==> src/hdl/decode_macros.svh <==
`ifndef DECODE_MACROS_SVH
`define DECODE_MACROS_SVH

// field and bus widths
`define DEC_INST_W      32
`define DEC_OP_W        6
`define DEC_REG_W       5
`define DEC_ID_W        6
`define DEC_EXC_W       32
`define DEC_BR_OP_W     12
`define DEC_HILO_OP_W   9
`define DEC_MEM_OP_W    5
`define DEC_CP0_OP_W    2
`define DEC_ALU_OP_W    14
`define DEC_SRC1_W      3
`define DEC_SRC2_W      4
`define DEC_WEN_W       4

// major opcodes that need a second field
`define DEC_OPC_SPECIAL     6'b000000
`define DEC_OPC_REGIMM      6'b000001
`define DEC_OPC_COP0        6'b010000
`define DEC_OPC_SPECIAL2    6'b011100

// SPECIAL function codes
`define DEC_FN_SLL          6'b000000
`define DEC_FN_SRL          6'b000010
`define DEC_FN_SRA          6'b000011
`define DEC_FN_SLLV         6'b000100
`define DEC_FN_SRLV         6'b000110
`define DEC_FN_SRAV         6'b000111
`define DEC_FN_JR           6'b001000
`define DEC_FN_JALR         6'b001001
`define DEC_FN_SYSCALL      6'b001100
`define DEC_FN_BREAK        6'b001101
`define DEC_FN_MFHI         6'b010000
`define DEC_FN_MTHI         6'b010001
`define DEC_FN_MFLO         6'b010010
`define DEC_FN_MTLO         6'b010011
`define DEC_FN_MULT         6'b011000
`define DEC_FN_MULTU        6'b011001
`define DEC_FN_DIV          6'b011010
`define DEC_FN_DIVU         6'b011011
`define DEC_FN_ADD          6'b100000
`define DEC_FN_ADDU         6'b100001
`define DEC_FN_SUB          6'b100010
`define DEC_FN_SUBU         6'b100011
`define DEC_FN_AND          6'b100100
`define DEC_FN_OR           6'b100101
`define DEC_FN_XOR          6'b100110
`define DEC_FN_NOR          6'b100111
`define DEC_FN_SLT          6'b101010
`define DEC_FN_SLTU         6'b101011

// SPECIAL2 and COP0 function codes
`define DEC_FN_MUL          6'b000010
`define DEC_FN_ERET         6'b011000

// destination of the and-link forms
`define DEC_LINK_REG        5'd31

// bit positions in the exception word
`define DEC_EXC_SYSCALL     8
`define DEC_EXC_INVALID     9
`define DEC_EXC_ERET        12
`define DEC_EXC_BREAK       13

`endif

==> src/hdl/decode_pkg.sv <==
`default_nettype none

`include "decode_macros.svh"

package decode_pkg;

    typedef logic [`DEC_INST_W-1:0]    inst_t;
    typedef logic [`DEC_OP_W-1:0]      opcode_t;
    typedef logic [`DEC_REG_W-1:0]     reg_addr_t;

    // control vectors handed to execute
    typedef logic [`DEC_BR_OP_W-1:0]   br_op_t;
    typedef logic [`DEC_HILO_OP_W-1:0] hilo_op_t;
    typedef logic [`DEC_MEM_OP_W-1:0]  mem_op_t;
    typedef logic [`DEC_CP0_OP_W-1:0]  cp0_op_t;
    typedef logic [`DEC_ALU_OP_W-1:0]  alu_op_t;
    typedef logic [`DEC_SRC1_W-1:0]    src1_sel_t;
    typedef logic [`DEC_SRC2_W-1:0]    src2_sel_t;
    typedef logic [`DEC_WEN_W-1:0]     ram_wen_t;
    typedef logic [`DEC_EXC_W-1:0]     exc_t;

    // invalid sits at zero so that any unmatched encoding falls into it
    typedef enum logic [`DEC_ID_W-1:0] {
        INST_INVALID,
        // arithmetic and compare
        INST_ADD, INST_ADDI, INST_ADDU, INST_ADDIU, INST_SUB, INST_SUBU,
        INST_SLT, INST_SLTI, INST_SLTU, INST_SLTIU,
        // multiply and divide
        INST_DIV, INST_DIVU, INST_MUL, INST_MULT, INST_MULTU,
        // logic
        INST_AND, INST_ANDI, INST_LUI, INST_NOR, INST_OR, INST_ORI,
        INST_XOR, INST_XORI,
        // shifts
        INST_SLL, INST_SLLV, INST_SRA, INST_SRAV, INST_SRL, INST_SRLV,
        // branches and jumps
        INST_BEQ, INST_BNE, INST_BGEZ, INST_BGTZ, INST_BLEZ, INST_BLTZ,
        INST_BGEZAL, INST_BLTZAL, INST_J, INST_JAL, INST_JR, INST_JALR,
        // hi/lo moves
        INST_MFHI, INST_MFLO, INST_MTHI, INST_MTLO,
        // loads and stores
        INST_LB, INST_LBU, INST_LH, INST_LHU, INST_LW,
        INST_SB, INST_SH, INST_SW,
        // traps and cop0
        INST_BREAK, INST_SYSCALL, INST_ERET, INST_MFC0, INST_MTC0
    } inst_e;

endpackage

`default_nettype wire

==> src/hdl/decode_if.sv <==
`default_nettype none
`timescale 1ns/1ns

interface decode_if;
    import decode_pkg::*;

    logic      valid;
    inst_e     inst_id;
    reg_addr_t rt;
    reg_addr_t rd;

    modport classifier (
        output valid, inst_id, rt, rd
    );

    modport encoder (
        input valid, inst_id, rt, rd
    );

endinterface

`default_nettype wire

==> src/hdl/ctrl_encode.sv <==
`default_nettype none
`timescale 1ns/1ns

`include "decode_macros.svh"

module ctrl_encode (
    input  logic                  i_clk,
    input  logic                  i_rst_n,
    decode_if.encoder             i_dec,
    output logic                  o_valid,
    output decode_pkg::br_op_t    o_br_op,
    output decode_pkg::hilo_op_t  o_hilo_op,
    output decode_pkg::mem_op_t   o_mem_op,
    output decode_pkg::cp0_op_t   o_cp0_op,
    output decode_pkg::src1_sel_t o_sel_alu_src1,
    output decode_pkg::src2_sel_t o_sel_alu_src2,
    output decode_pkg::alu_op_t   o_alu_op,
    output logic                  o_data_ram_en,
    output decode_pkg::ram_wen_t  o_data_ram_wen,
    output logic                  o_rf_we,
    output decode_pkg::reg_addr_t o_rf_waddr,
    output logic                  o_sel_rf_res,
    output decode_pkg::exc_t      o_excepttype
);
    import decode_pkg::*;

    inst_e     id;
    logic      is_load;
    logic      is_store;
    logic      is_link;
    logic      op_add;
    logic      dst_rd;
    logic      dst_rt;
    br_op_t    d_br_op;
    hilo_op_t  d_hilo_op;
    mem_op_t   d_mem_op;
    cp0_op_t   d_cp0_op;
    src1_sel_t d_src1;
    src2_sel_t d_src2;
    alu_op_t   d_alu_op;
    ram_wen_t  d_ram_wen;
    reg_addr_t d_waddr;
    exc_t      d_exc;

    assign id = i_dec.inst_id;

    assign is_load  = id inside {INST_LB, INST_LBU, INST_LH, INST_LHU, INST_LW};
    assign is_store = id inside {INST_SB, INST_SH, INST_SW};
    assign is_link  = id inside {INST_JAL, INST_BLTZAL, INST_BGEZAL, INST_JALR};

    assign d_br_op = {
        id == INST_BEQ,    id == INST_BNE,    id == INST_BGEZ, id == INST_BGTZ,
        id == INST_BLEZ,   id == INST_BLTZ,   id == INST_BGEZAL, id == INST_BLTZAL,
        id == INST_J,      id == INST_JAL,    id == INST_JR,   id == INST_JALR
    };

    assign d_hilo_op = {
        id == INST_MFHI, id == INST_MFLO, id == INST_MTHI, id == INST_MTLO,
        id == INST_MULT, id == INST_MULTU, id == INST_DIV, id == INST_DIVU,
        id == INST_MUL
    };

    assign d_mem_op = {
        id == INST_LB, id == INST_LBU, id == INST_LH, id == INST_LHU, id == INST_LW
    };

    assign d_cp0_op = {id == INST_MFC0, id == INST_MTC0};

    // src1: rs, pc, shift amount
    assign d_src1[0] = is_load | is_store
                     | (id inside {INST_ADD, INST_ADDI, INST_ADDU, INST_ADDIU, INST_SUB,
                                   INST_SUBU, INST_SLT, INST_SLTI, INST_SLTU, INST_SLTIU,
                                   INST_DIV, INST_DIVU, INST_MUL, INST_MULT, INST_MULTU,
                                   INST_AND, INST_ANDI, INST_NOR, INST_OR, INST_ORI,
                                   INST_XOR, INST_XORI, INST_SLLV, INST_SRAV, INST_SRLV,
                                   INST_MTHI, INST_MTLO});
    assign d_src1[1] = is_link;
    assign d_src1[2] = id inside {INST_SLL, INST_SRA, INST_SRL};

    // src2: rt, sign-extended imm, 8, zero-extended imm
    assign d_src2[0] = id inside {INST_ADD, INST_ADDU, INST_SUB, INST_SUBU, INST_SLT,
                                  INST_SLTU, INST_DIV, INST_DIVU, INST_MUL, INST_MULT,
                                  INST_MULTU, INST_AND, INST_NOR, INST_OR, INST_XOR,
                                  INST_SLLV, INST_SLL, INST_SRAV, INST_SRA, INST_SRLV,
                                  INST_SRL};
    assign d_src2[1] = is_load | is_store
                     | (id inside {INST_ADDI, INST_ADDIU, INST_LUI, INST_SLTI, INST_SLTIU});
    assign d_src2[2] = is_link;
    assign d_src2[3] = id inside {INST_ORI, INST_ANDI, INST_XORI};

    // address generation and link return share the adder
    assign op_add = is_load | is_store | is_link
                  | (id inside {INST_ADD, INST_ADDU, INST_ADDI, INST_ADDIU});

    assign d_alu_op = {
        id inside {INST_ADD, INST_ADDI, INST_SUB},
        id inside {INST_MFHI, INST_MFLO},
        op_add,
        id inside {INST_SUB, INST_SUBU},
        id inside {INST_SLT, INST_SLTI},
        id inside {INST_SLTU, INST_SLTIU},
        id inside {INST_AND, INST_ANDI},
        id == INST_NOR,
        id inside {INST_OR, INST_ORI},
        id inside {INST_XOR, INST_XORI},
        id inside {INST_SLL, INST_SLLV},
        id inside {INST_SRL, INST_SRLV},
        id inside {INST_SRA, INST_SRAV},
        id == INST_LUI
    };

    assign d_ram_wen = {1'b0, id == INST_SB, id == INST_SH, id == INST_SW};

    // destination select, at most one is set
    assign dst_rd = id inside {INST_ADD, INST_ADDU, INST_SUB, INST_SUBU, INST_SLT, INST_SLTU,
                               INST_SLLV, INST_SLL, INST_SRLV, INST_SRL, INST_SRAV, INST_SRA,
                               INST_AND, INST_OR, INST_XOR, INST_NOR, INST_MFHI, INST_MFLO,
                               INST_MUL};
    assign dst_rt = is_load
                  | (id inside {INST_ADDI, INST_ADDIU, INST_LUI, INST_ORI, INST_ANDI,
                                INST_XORI, INST_SLTI, INST_SLTIU, INST_MFC0});

    assign d_waddr = ({`DEC_REG_W{dst_rd}} & i_dec.rd)
                   | ({`DEC_REG_W{dst_rt}} & i_dec.rt)
                   | ({`DEC_REG_W{is_link}} & `DEC_LINK_REG);

    always_comb begin
        d_exc = '0;
        d_exc[`DEC_EXC_SYSCALL] = (id == INST_SYSCALL);
        d_exc[`DEC_EXC_INVALID] = (id == INST_INVALID);
        d_exc[`DEC_EXC_ERET]    = (id == INST_ERET);
        d_exc[`DEC_EXC_BREAK]   = (id == INST_BREAK);
    end

    // stage register into execute, bubbles load all zeros
    always_ff @(posedge i_clk) begin
        if (!i_rst_n || !i_dec.valid) begin
            {o_valid, o_br_op, o_hilo_op, o_mem_op, o_cp0_op,
             o_sel_alu_src1, o_sel_alu_src2, o_alu_op,
             o_data_ram_en, o_data_ram_wen, o_rf_we, o_rf_waddr,
             o_sel_rf_res, o_excepttype} <= '0;
        end else begin
            o_valid        <= 1'b1;
            o_br_op        <= d_br_op;
            o_hilo_op      <= d_hilo_op;
            o_mem_op       <= d_mem_op;
            o_cp0_op       <= d_cp0_op;
            o_sel_alu_src1 <= d_src1;
            o_sel_alu_src2 <= d_src2;
            o_alu_op       <= d_alu_op;
            o_data_ram_en  <= is_load | is_store;
            o_data_ram_wen <= d_ram_wen;
            o_rf_we        <= dst_rd | dst_rt | is_link;
            o_rf_waddr     <= d_waddr;
            o_sel_rf_res   <= is_load;
            o_excepttype   <= d_exc;
        end
    end

endmodule

`default_nettype wire

==> src/hdl/decode_stage.sv <==
`default_nettype none
`timescale 1ns/1ns

module decode_stage (
    input  logic                  i_clk,
    input  logic                  i_rst_n,
    input  logic                  i_valid,
    input  decode_pkg::inst_t     i_inst,
    output logic                  o_valid,
    output decode_pkg::br_op_t    o_br_op,
    output decode_pkg::hilo_op_t  o_hilo_op,
    output decode_pkg::mem_op_t   o_mem_op,
    output decode_pkg::cp0_op_t   o_cp0_op,
    output decode_pkg::src1_sel_t o_sel_alu_src1,
    output decode_pkg::src2_sel_t o_sel_alu_src2,
    output decode_pkg::alu_op_t   o_alu_op,
    output logic                  o_data_ram_en,
    output decode_pkg::ram_wen_t  o_data_ram_wen,
    output logic                  o_rf_we,
    output decode_pkg::reg_addr_t o_rf_waddr,
    output logic                  o_sel_rf_res,
    output decode_pkg::exc_t      o_excepttype
);

    // classified instruction, same cycle as i_inst
    decode_if u_dec_if ();

    inst_classify u_classify (
        .i_inst  (i_inst),
        .i_valid (i_valid),
        .o_dec   (u_dec_if.classifier)
    );

    ctrl_encode u_encode (
        .i_clk          (i_clk),
        .i_rst_n        (i_rst_n),
        .i_dec          (u_dec_if.encoder),
        .o_valid        (o_valid),
        .o_br_op        (o_br_op),
        .o_hilo_op      (o_hilo_op),
        .o_mem_op       (o_mem_op),
        .o_cp0_op       (o_cp0_op),
        .o_sel_alu_src1 (o_sel_alu_src1),
        .o_sel_alu_src2 (o_sel_alu_src2),
        .o_alu_op       (o_alu_op),
        .o_data_ram_en  (o_data_ram_en),
        .o_data_ram_wen (o_data_ram_wen),
        .o_rf_we        (o_rf_we),
        .o_rf_waddr     (o_rf_waddr),
        .o_sel_rf_res   (o_sel_rf_res),
        .o_excepttype   (o_excepttype)
    );

endmodule

`default_nettype wire

==> src/hdl/inst_classify.sv <==
`default_nettype none
`timescale 1ns/1ns

`include "decode_macros.svh"

module inst_classify (
    input  decode_pkg::inst_t i_inst,
    input  logic              i_valid,
    decode_if.classifier      o_dec
);
    import decode_pkg::*;

    opcode_t   opcode;
    opcode_t   func;
    reg_addr_t rs;
    reg_addr_t rt;
    reg_addr_t rd;
    inst_e     inst_id;

    assign opcode = i_inst[31:26];
    assign rs     = i_inst[25:21];
    assign rt     = i_inst[20:16];
    assign rd     = i_inst[15:11];
    assign func   = i_inst[5:0];

    always_comb begin
        inst_id = INST_INVALID;
        case (opcode)
            `DEC_OPC_SPECIAL: begin
                case (func)
                    `DEC_FN_SLL:     inst_id = INST_SLL;
                    `DEC_FN_SRL:     inst_id = INST_SRL;
                    `DEC_FN_SRA:     inst_id = INST_SRA;
                    `DEC_FN_SLLV:    inst_id = INST_SLLV;
                    `DEC_FN_SRLV:    inst_id = INST_SRLV;
                    `DEC_FN_SRAV:    inst_id = INST_SRAV;
                    `DEC_FN_JR:      inst_id = INST_JR;
                    `DEC_FN_JALR:    inst_id = INST_JALR;
                    `DEC_FN_SYSCALL: inst_id = INST_SYSCALL;
                    `DEC_FN_BREAK:   inst_id = INST_BREAK;
                    `DEC_FN_MFHI:    inst_id = INST_MFHI;
                    `DEC_FN_MTHI:    inst_id = INST_MTHI;
                    `DEC_FN_MFLO:    inst_id = INST_MFLO;
                    `DEC_FN_MTLO:    inst_id = INST_MTLO;
                    `DEC_FN_MULT:    inst_id = INST_MULT;
                    `DEC_FN_MULTU:   inst_id = INST_MULTU;
                    `DEC_FN_DIV:     inst_id = INST_DIV;
                    `DEC_FN_DIVU:    inst_id = INST_DIVU;
                    `DEC_FN_ADD:     inst_id = INST_ADD;
                    `DEC_FN_ADDU:    inst_id = INST_ADDU;
                    `DEC_FN_SUB:     inst_id = INST_SUB;
                    `DEC_FN_SUBU:    inst_id = INST_SUBU;
                    `DEC_FN_AND:     inst_id = INST_AND;
                    `DEC_FN_OR:      inst_id = INST_OR;
                    `DEC_FN_XOR:     inst_id = INST_XOR;
                    `DEC_FN_NOR:     inst_id = INST_NOR;
                    `DEC_FN_SLT:     inst_id = INST_SLT;
                    `DEC_FN_SLTU:    inst_id = INST_SLTU;
                    // sync and the traps land here
                    default:         inst_id = INST_INVALID;
                endcase
            end
            `DEC_OPC_REGIMM: begin
                // rt picks the compare, bit 4 adds the link
                case (rt)
                    5'b00000: inst_id = INST_BLTZ;
                    5'b00001: inst_id = INST_BGEZ;
                    5'b10000: inst_id = INST_BLTZAL;
                    5'b10001: inst_id = INST_BGEZAL;
                    default:  inst_id = INST_INVALID;
                endcase
            end
            `DEC_OPC_COP0: begin
                case (rs)
                    5'b00000: inst_id = INST_MFC0;
                    5'b00100: inst_id = INST_MTC0;
                    // CO group, only eret is kept
                    5'b10000: inst_id = (func == `DEC_FN_ERET) ? INST_ERET : INST_INVALID;
                    default:  inst_id = INST_INVALID;
                endcase
            end
            `DEC_OPC_SPECIAL2: begin
                inst_id = (func == `DEC_FN_MUL) ? INST_MUL : INST_INVALID;
            end
            6'b000010: inst_id = INST_J;
            6'b000011: inst_id = INST_JAL;
            6'b000100: inst_id = INST_BEQ;
            6'b000101: inst_id = INST_BNE;
            6'b000110: inst_id = INST_BLEZ;
            6'b000111: inst_id = INST_BGTZ;
            6'b001000: inst_id = INST_ADDI;
            6'b001001: inst_id = INST_ADDIU;
            6'b001010: inst_id = INST_SLTI;
            6'b001011: inst_id = INST_SLTIU;
            6'b001100: inst_id = INST_ANDI;
            6'b001101: inst_id = INST_ORI;
            6'b001110: inst_id = INST_XORI;
            6'b001111: inst_id = INST_LUI;
            6'b100000: inst_id = INST_LB;
            6'b100001: inst_id = INST_LH;
            6'b100011: inst_id = INST_LW;
            6'b100100: inst_id = INST_LBU;
            6'b100101: inst_id = INST_LHU;
            6'b101000: inst_id = INST_SB;
            6'b101001: inst_id = INST_SH;
            6'b101011: inst_id = INST_SW;
            // likely branches, unaligned access, cache
            default:   inst_id = INST_INVALID;
        endcase
    end

    assign o_dec.valid   = i_valid;
    assign o_dec.inst_id = inst_id;
    assign o_dec.rt      = rt;
    assign o_dec.rd      = rd;

endmodule

`default_nettype wire

==> config.mk <==
export PLATFORM = sky130hd
export DESIGN_NAME = decode_stage
export DESIGN_NICKNAME = d
export VERILOG_FILES = /design/src/hdl/decode_pkg.sv /design/src/hdl/decode_if.sv /design/src/hdl/ctrl_encode.sv /design/src/hdl/decode_stage.sv /design/src/hdl/inst_classify.sv
export VERILOG_INCLUDE_DIRS = /design/src /design/src/hdl
export SDC_FILE = /design/constraint.sdc
export NUM_CORES = 1
export LEC_CHECK = 0
export BUFFER_PORTS_ARGS = -buffer_cell sky130_fd_sc_hd__buf_2
export CAP_MARGIN = 15
export CORE_AREA = 2 2 101 83
export CTS_CLUSTER_SIZE = 30
export DETAILED_ROUTE_END_ITERATION = 12
export DIE_AREA = 0 0 103 85
export PLACE_DENSITY = 0.76
export SYNTH_ARGS = -nofsm -noshare
export SYNTH_HDL_FRONTEND = slang
export SYNTH_SLANG_ARGS = --single-unit
==> constraint.sdc <==
create_clock -name i_clk -period 2.21 [get_ports i_clk]
set_input_delay 0.221 -clock i_clk [delete_from_list [all_inputs] [get_ports i_clk]]
set_output_delay 0.221 -clock i_clk [all_outputs]
set_load 0.02 [all_outputs]
==> run summary, run 1 <==
outcome = complete, no violations
TNS Setup = 0 ns
RePlAce Congestion = 0.935
worst hold path startpoint = i_inst[11]
fmax = 455 MHz
Top Ports = 129
critical path, cell by cell = buf_12, inv_16, ha_4, mux2_4, a32o_2, a31oi_4, o221ai_2, buf_4, nor2_4, buf_6, o41ai_4, a21oi_4, o21ai_1, a21o_1
Initial Util = 44.1%
hold_buf cts = 0
vias in the first global route = 3350
Worst Path Max Fanout = 7
post-route antenna net violation count = 0
Peak VDD IR = 0.394 mV
min Tclk post-route = 2.20 ns
Total GRT Usage = 22.9%
ratio of cells with drive above 1 in the final layout = 46.1%
Synth Warn # = 0
relative slew slack = 63.0%
final hold violation count = 0
die height = 85 µm
CP max-delay cell = mux2_4
Pleak = 2.42 nW
crit start category = input pin
Seq/Total Area, Yosys = 37.5%
WL/cell = 14.3 µm
crit path DAT = 2.43 ns
grt ovf = 0
top cell type's share of synthesized area = 37.5%
core area = 7760 µm²
fin crit share = 99.4%
first-pass GRT wire length = 15900 µm
DRT Pass-1 Iters = 4
Worst Hold End = u_encode.o_rf_waddr[0]
clk sink count = 64
Remaining DRCs = 0
largest net degree at the start of global routing = 16
Distinct cells, synth = 71
Yosys reg bits = 64
Synth async-reset ratio = 0%
Max Cap Viol = 0
syn_area_per_cell = 8.53 µm²
CTS H-tree depth = 3
layout net count = 630
Worst-Margin Slew = 0.550 ns
drt initial violations = 191
clock root buffer = clkbuf_8
hold path cells = 2
Top FF cell, synth = dfxtp_1
placed cells = 677
Rows = 29
CP endpoint kind = flip-flop
TritonCTS clock tree = built
drt via density = 5.07
RSZ-0062 raised after global routing = yes
Worst-path clk slew = 0.06 ns
via count = 3562
ranking of synthesized cells by area = dfxtp_1 (37%), buf_4 (7.2%), nor2_1 (5.7%)
P per Cell Area = 561 nW/µm²
CTS buffer count = 9
setup violators final = 0
Max stage delay on crit path = 0.29 ns
CP Class = in -> reg
Gate Count Post-Synth = 401
number of synthesized flops with an enable pin = 0
Synth area leader = dfxtp_1
HP Class = in -> reg
Die Wd = 103 µm
clock buffer depth = 2
Layout area overhead = 49.1%
port bufs = 94
final core occ = 65.7%
antenna violations before repair = 0
placed instance area = 4610 µm²
Die ar. = 8760 µm²
Final Cell Area = 5100 µm²
Post-Layout Cell Count = 702
critical path required time = 2.45 ns
Max Slew Vio Count = 0
Post-Route WL = 10100 µm
# diodes = 0
HPWL Detailed = 7710 µm
Mapped Area = 3420 µm²
[power breakdown]
group / internal [mW] / leakage [nW] / switching (mW)
Clock: 0.549 / 0.0993 / 0.435
Sequential: 1.17 / 0.517 / 0.00471
Combinational: 0.314 / 1.80 / 0.386
Total: 2.04 / 2.42 / 0.826
[how the worst max path moves through the flow]
stage                     startpoint                          to  slack [ns]  cells past startpoint
after detailed placement   i_inst[1]      u_encode.o_rf_waddr[0]       -0.54                     13
after floorplan            i_inst[1]  u_encode.o_sel_alu_src2[0]       -0.12                     12
after CTS                  i_inst[1]      u_encode.o_rf_waddr[0]       0.008                     14
after global placement     i_inst[1]      u_encode.o_rf_waddr[3]       -0.49                     13
after global routing       i_inst[3]      u_encode.o_rf_waddr[2]       -0.11                     12
final                      i_inst[1]      u_encode.o_rf_waddr[2]        0.01                     14
[cells in the final DEF, fill, tap and decap left out, types with 6 or more instances in the layout]
| cell | n |
|---|---|
| nand2b_1 | 7 |
| nand2_1 | 31 |
| buf_2 | 91 |
| clkbuf_8 | 10 |
| a21o_1 | 8 |
| nor2_1 | 49 |
| nand3_1 | 8 |
| dfxtp_1 | 64 |
| nand3b_1 | 6 |
| buf_6 | 6 |
| nor2b_1 | 11 |
| a21oi_1 | 11 |
| o21ai_1 | 6 |
| conb_1 | 29 |
| buf_4 | 98 |
| o211ai_1 | 8 |
| nor3_1 | 15 |
[Yosys cell counts, types with 4 or more instances]
cell type,instances
a21o_1,8
a21oi_1,13
a31oi_1,7
and2_1,7
buf_2,12
buf_4,33
buf_6,4
clkbuf_1,4
dfxtp_1,64
ha_1,6
inv_1,5
mux2i_1,5
nand2_1,34
nand2b_1,7
nand3_1,8
nand3b_1,6
nor2_1,52
nor2b_1,12
nor3_1,18
o211ai_1,8
o21ai_0,5
o21ai_1,8
or3_1,5
[cell families after synthesis]
| logic type | after synthesis | synth area share [%] |
|---|---|---|
| xor+xnor | 2 | 0.512 |
| other cells | 1 | 0.110 |
| flops | 64 | 37.5 |
| buf+inv | 61 | 11.7 |
| simple gates | 179 | 27.8 |
| compound gates | 80 | 17.9 |
| mux | 8 | 2.45 |
| fa+ha+maj | 6 | 2.19 |
[metal layers]
metal	share of wire (%)	global-route usage [%]
met5	0	0
met4	1.9	7.78
met3	6.0	4.12
met2	47	37.0
met1	45	30.8
[layout make-up]
type / count / area (µm²)
clock inverters: 5 / 56.3
repair buffers: 202 / 1380
flip-flops and latches: 64 / 1280
clock buffers: 11 / 141
inverters: 8 / 52.6
multi-input cells: 304 / 2050
well taps: 108 / 135
fillers: 629 / 2660
[through the flow]
step / total power [mW] / hold slack, ns / setup WS (ns)
floorplan: 1.60 / 0.331 / -0.123
global placement: 1.82 / 0.420 / -0.490
detailed placement: 1.83 / 0.424 / -0.540
CTS: 2.82 / 0.0668 / 0.00838
global route: 2.97 / 0.0819 / -0.106
finish: 2.86 / 0.0793 / 0.0132
[sequential cells by signal, indices dropped and copies added, names as in the netlist]
| signal | cells |
|---|---|
| u_encode.o_sel_rf_res | 1 |
| u_encode.o_valid | 1 |
| u_encode.o_br_op | 12 |
| u_encode.o_sel_alu_src1 | 2 |
| u_encode.o_mem_op | 5 |
| u_encode.o_sel_alu_src2 | 4 |
| u_encode.o_data_ram_en | 1 |
| u_encode.o_rf_we | 1 |
| u_encode.o_alu_op | 14 |
| u_encode.o_rf_waddr | 5 |
| u_encode.o_data_ram_wen | 3 |
| u_encode.o_cp0_op | 2 |
| u_encode.o_hilo_op | 9 |
| u_encode.o_excepttype | 4 |
[critical path, delay by kind of cell]
family	cells	cell delay, ns
multiplexers	1	0.29
AO/OA/AOI/OAI	7	1.17
buffers and inverters	4	0.48
adder cells (fa/ha/maj)	1	0.13
AND/OR/NAND/NOR	1	0.14
[repair_timing]
| item | CTS | global route |
|---|---|---|
| gates resized for setup | 11 | 42 |
| buffers inserted | 5 | 5 |
| pin swaps | 9 | 25 |
| endpoints found under the setup margin | 28 | 41 |
(Power assumes the default switching activity.)
==> run 2, diff against run 1 <==
- CORE_AREA: 2 2 101 83 -> 2 2 102 84
- DIE_AREA: 0 0 103 85 -> 0 0 104 86
- PLACE_DENSITY: 0.76 -> 0.75
- SYNTH_HIERARCHICAL: default -> 1
==> run summary, run 2 <==
port bufs = 94 (unchanged)
Post-Route WL = 10900 µm (+8.7%)
TritonCTS clock tree = built
hold path cells = 2 (unchanged)
Mapped Area = 3460 µm² (+1.3%)
CP Class = in -> reg
Seq/Total Area, Yosys = 37.0% (-0.47 points)
most common cell after layout, fill and taps aside = buf_4
Distinct cells, synth = 64 (-9.9%)
multiplexer share of the synthesized area = 1.44% (-1.0 points)
Filler cells = 618 (-1.7%)
setup violators final = 7 (+7)
top cell type's share of synthesized area = 37.0% (-0.47 points)
Synth async-reset ratio = 0% (unchanged)
Max Slew Vio Count = 0 (unchanged)
Rows = 29 (unchanged)
first-pass GRT wire length = 17100 µm (+7.6%)
Top FF cell, synth = dfxtp_1
Worst-path clk slew = 0.07 ns (about the same)
critical path required time = 2.49 ns (+0.04 ns)
grt ovf = 0 (unchanged)
Final Cell Area = 5180 µm² (+1.5%)
post-route antenna net violation count = 0 (unchanged)
HP Class = in -> reg
CTS H-tree depth = 3 (unchanged)
vias in the first global route = 3412 (+1.9%)
Die Wd = 104 µm (+0.97%)
Commonest cells post-synth = dfxtp_1 (64), nor2_1 (53), buf_4 (42)
Power Total = 3.21 mW (+12%)
Top Ports = 129 (unchanged)
Worst Path Max Fanout = 5 (-2)
core area = 7840 µm² (+0.93%)
fmax = 409 MHz (-10%)
syn_area_per_cell = 8.25 µm² (-3.3%)
Gate Count Post-Synth = 420 (+4.7%)
Yosys reg bits = 64 (unchanged)
DRT Pass-1 Iters = 5 (+1)
Post-Synth Simple-Gate Area = 23.9% (-3.8 points)
commonest cells after routing, fill and taps aside = buf_4 (100), buf_2 (91), dfxtp_1 (64)
die height = 86 µm (+1.2%)
crit start category = input pin
Synth Area in XOR/XNOR = 0% (-0.51 points)
ranking of synthesized cells by area = dfxtp_1 (37%), buf_4 (9.1%), nor2_1 (5.7%)
clk sink count = 64 (unchanged)
via count = 3774 (+6.0%)
fin crit share = 111% (+11 points)
HPWL Detailed = 7960 µm (+3.4%)
crit path DAT = 2.72 ns (+0.29 ns)
most frequent cell after synthesis = dfxtp_1
antenna violations before repair = 0 (unchanged)
Adder-Cell Fraction of Synth Area = 2.53% (+0.33 points)
layout net count = 638 (+1.3%)
Synth Area in Compound Gates = 20.0% (+2.2 points)
Max Cap Viol = 0 (unchanged)
RSZ-0062 raised after global routing = yes
placed instance area = 4550 µm² (-1.4%)
clock root buffer = clkbuf_8
drt initial violations = 323 (+69%)
# diodes = 0 (unchanged)
Remaining DRCs = 0 (unchanged)
Pleak = 2.43 nW (+0.74%)
P per Cell Area = 619 nW/µm² (+10%)
max reg flops = 14 (unchanged)
Initial Util = 44.2% (+0.15 points)
clock buffer depth = 2 (unchanged)
worst setup margin = -0.233 ns (-0.246 ns)
largest family of logic cells by synthesized area = simple AND/OR/NAND/NOR gates
Peak VDD IR = 0.405 mV (+2.6%)
largest net degree at the start of global routing = 15 (-1)
failing checks = negative setup slack
Synth area leader = dfxtp_1
hold_buf cts = 0 (unchanged)
Most flops, register = u_encode/o_alu_op
Synth Warn # = 6 (+6)
dpl ws = -0.640 ns (-0.100 ns)
outcome = finished, violations left
WHS = 0.123 ns (+0.0442 ns)
top flop regs = u_encode/o_alu_op x14, u_encode/o_br_op x12, u_encode/o_hilo_op x9
Worst Hold End = u_encode/o_rf_waddr[4]
drt via density = 5.32 (+4.9%)
RePlAce Congestion = 0.936 (+0.11%)
CTS buffer count = 9 (unchanged)
WL/cell = 15.4 µm (+7.7%)
min Tclk post-route = 2.44 ns (+0.246 ns)
ratio of cells with drive above 1 in the final layout = 46.8% (+0.63 points)
Die ar. = 8940 µm² (+2.2%)
number of synthesized flops with an enable pin = 0 (unchanged)
Total GRT Usage = 23.7% (+0.83 points)
final hold violation count = 0 (unchanged)
Layout area overhead = 49.5%
CP endpoint kind = flip-flop
worst hold path startpoint = i_inst[15]
run 2: metal layers:
| layer | global-route usage (%) | vias to the layer above | share of wire [%] |
|---|---|---|---|
| met3 | 4.86 | 14 | 8.4 |
| li1 | - | 1781 | - |
| met5 | 0 | - | 0 |
| met4 | 5.53 | 0 | 0.73 |
| met2 | 38.5 | 232 | 47 |
| met1 | 32.7 | 1747 | 44 |
run 2: power breakdown:
group	switching, mW	total, mW	internal, mW
clock	0.457	1.22	0.763
combinational	0.459	0.812	0.352
sequential	0.00445	1.18	1.17
total	0.921	3.21	2.29
run 2: kinds of logic (layout without fill, tap and decap cells):
logic type,after synthesis,in the layout
simple gates,167,168
compound gates,96,96
buf+inv,80,232
flops,64,64
fa+ha+maj,7,7
mux,5,5
other cells,1,29
run 2: layout make-up:
cell class	instances	area [µm²]	area share, %
Multi-Input combinational cell	305	2080	40.1
Sequential cell	64	1280	24.7
Inverter	13	63.8	1.23
Clock inverter	7	125	2.42
Clock buffer	9	124	2.39
Tap cell	108	135	2.61
Timing Repair Buffer	203	1380	26.5
run 2: what timing repair did:
action,CTS,global route
resized for setup,31,34
cloned,1,0
pin swaps,17,27
setup endpoints to repair,11,36
buffers inserted,5,7
run 2: worst max path at each step:
| stage | startpoint | endpoint | slack, ns | depth (start not counted) |
|---|---|---|---|---|
| after global routing | i_inst[0] | u_encode/o_rf_waddr[3] | -0.29 | 12 |
| after detailed placement | i_inst[1] | u_encode/o_rf_waddr[2] | -0.64 | 13 |
| after floorplan | i_inst[0] | u_encode/o_rf_waddr[0] | -0.14 | 11 |
| final | i_inst[1] | u_encode/o_rf_waddr[2] | -0.23 | 12 |
| after global placement | i_inst[1] | u_encode/o_rf_waddr[3] | -0.74 | 13 |
| after CTS | i_inst[0] | u_encode/o_rf_waddr[2] | -0.16 | 12 |
run 2: through the flow:
stage | TNS, ns | cells | util (%)
2_1_floorplan | -0.680 | 448 | -
3_3_place_gp | -20.32 | 681 | 58.0
3_5_place_dp | -18.38 | 681 | 58.0
4_1_cts | -0.904 | 702 | 63.5
5_1_grt | -1.82 | 709 | 66.1
6_report | -1.26 | 709 | 66.1
run 2: worst max-delay path, stage by stage:
cell     delay [ns]
buf_12         0.11
buf_12         0.12
ha_4           0.17
and3_4         0.14
and4_1         0.16
a41o_1         0.25
or3_4          0.42
or4_4          0.51
a21oi_4        0.16
a21oi_2        0.06
o22ai_4        0.22
a221o_1        0.18
==> run 3, diff against run 2 <==
- BUFFER_PORTS_ARGS: -buffer_cell sky130_fd_sc_hd__buf_2 -> -buffer_cell sky130_fd_sc_hd__buf_4
- SKIP_CTS_REPAIR_TIMING: default -> 1
==> run summary, run 3 (synthesized netlist as in run 2, its figures left out) <==
clock buffer depth = 2 (unchanged)
placed instance area = 4750 µm² (+4.4%)
P per Cell Area = 542 nW/µm² (-12%)
WL/cell = 15.8 µm (+2.3%)
RSZ-0062 raised after global routing = yes
HP Class = in -> reg
critical path, cell by cell = buf_12, clkinv_8, ha_4, nand2_2, o21a_1, o21ai_1, a41o_1, buf_4, or3_4, nor2_4, buf_6, a21oi_2, or3_1, a31oi_1
Max Cap Viol = 0 (unchanged)
most common cell after layout, fill and taps aside = buf_4
drt initial violations = 388 (+20%)
Die ar. = 8940 µm² (unchanged)
Remaining DRCs = 0 (unchanged)
CTS buffer count = 9 (unchanged)
outcome = finished, violations left
met2 Usage GRT = 35.0% (-3.5 points)
fmax = 421 MHz (+2.7%)
TritonCTS clock tree = built
vias in the first global route = 3291 (-3.5%)
worst setup margin = -0.168 ns (+0.0651 ns)
Power Total = 2.89 mW (-9.8%)
critical path's top delay family = simple AND/OR/NAND/NOR gates
layout net count = 636 (-0.31%)
Layout area overhead = 54.1%
final hold violation count = 0 (unchanged)
Max stage delay on crit path = 0.44 ns (-0.07 ns)
# diodes = 0 (unchanged)
failing checks = negative setup slack
largest net degree at the start of global routing = 15 (unchanged)
DRT Pass-1 Iters = 5 (unchanged)
CP Class = in -> reg
Initial Util = 44.2% (unchanged)
Worst Hold End = u_encode/o_rf_waddr[3]
Most flops, register = u_encode/o_alu_op
gr busiest metal = met2
clock root buffer = clkbuf_8
Total GRT Usage = 22.6% (-1.1 points)
Worst Path Max Fanout = 7 (+2)
clk sink count = 64 (unchanged)
setup violators final = 7 (unchanged)
grt ovf = 0 (unchanged)
Rows = 29 (unchanged)
top flop regs = u_encode/o_alu_op x14, u_encode/o_br_op x12, u_encode/o_hilo_op x9
Post-Route WL = 11200 µm (+2.0%)
Final Cell Area = 5340 µm² (+3.1%)
first-pass GRT wire length = 16200 µm (-4.9%)
CP endpoint kind = flip-flop
commonest cells after routing, fill and taps aside = buf_4 (188), dfxtp_1 (64), nor2_1 (52)
crit start category = input pin
ratio of cells with drive above 1 in the final layout = 46.9% (+0.16 points)
min Tclk post-route = 2.38 ns (-0.0651 ns)
crit path buf inv count = 4 (+2)
met3 Use GR = 5.02% (+0.15 points)
TNS Setup = -0.826 ns (+0.437 ns)
port bufs = 94 (unchanged)
critical path required time = 2.46 ns (-0.03 ns)
via count = 3787 (+0.34%)
Max Slew Vio Count = 0 (unchanged)
Worst-path clk slew = 0.07 ns (about the same)
Peak VDD IR = 0.363 mV (-10%)
critical path launch point = i_inst[1]
crit path DAT = 2.63 ns (-0.09 ns)
Pleak = 2.42 nW (-0.40%)
drt via density = 5.36 (+0.63%)
post-route antenna net violation count = 0 (unchanged)
worst hold path startpoint = i_inst[14]
fin crit share = 108% (-2.9 points)
RePlAce Congestion = 0.916 (-2.1%)
Top Ports = 129 (unchanged)
max reg flops = 14 (unchanged)
HPWL Detailed = 8130 µm (+2.1%)
met1 GRT Util = 32.3% (-0.41 points)
CP max-delay cell = or3_4
CTS H-tree depth = 3 (unchanged)
die height = 86 µm (unchanged)
antenna violations before repair = 0 (unchanged)
hold path cells = 2 (unchanged)
core area = 7840 µm² (unchanged)
Die Wd = 104 µm (unchanged)
[run 3: changes by cell type in the layout (fill, tap and decap cells not counted), sizes merged]
cell / before / now
buf: 203 / 201
bufinv: 3 / 0
clkbuf: 9 / 10
clkinv: 1 / 5
clkinvlp: 0 / 1
inv: 16 / 13
[run 3: how the worst max path moves through the flow]
stage                        endpoint  slack (ns)  cells after the start
2_1_floorplan  u_encode/o_rf_waddr[0]       -0.14                     11
3_3_place_gp   u_encode/o_rf_waddr[4]       -0.66                     12
3_5_place_dp   u_encode/o_rf_waddr[4]       -0.61                     12
4_1_cts        u_encode/o_rf_waddr[4]       -0.25                     12
5_1_grt        u_encode/o_rf_waddr[4]       -0.20                     14
6_report        u_encode/o_alu_op[11]       -0.17                     14
[run 3: report_power, final]
part / leakage [nW] / internal, mW / switching (mW)
Sequential: 0.517 / 1.17 / 0.00690
Combinational: 1.81 / 0.377 / 0.455
Clock: 0.0926 / 0.440 / 0.442
Total: 2.42 / 1.99 / 0.904
[run 3: final cells by class]
| type | instances | area, µm² |
|---|---|---|
| fill | 620 | 2500 |
| timing repair buffer | 201 | 1590 |
| clock inverter | 6 | 43.8 |
| multi-input combinational | 305 | 2080 |
| inverter | 13 | 73.8 |
| tap | 108 | 135 |
| clock buffer | 10 | 138 |
| sequential | 64 | 1280 |
[run 3: routing by layer]
| metal | share of wire [%] | up-vias |
|---|---|---|
| met4 | 1.2 | 0 |
| met2 | 46 | 192 |
| met3 | 7.7 | 16 |
| met1 | 45 | 1806 |
| li1 | - | 1773 |
| met5 | 0 | - |
[run 3: metrics by stage]
step / util (%) / instances / worst slack, ns / hold WS, ns
after floorplan: - / 448 / -0.136 / 0.442
after global placement: 60.6 / 678 / -0.657 / 0.460
final: 68.1 / 707 / -0.168 / 0.121
after global routing: 68.1 / 707 / -0.199 / 0.115
after CTS: 62.9 / 694 / -0.254 / 0.111
after detailed placement: 60.6 / 678 / -0.613 / 0.466
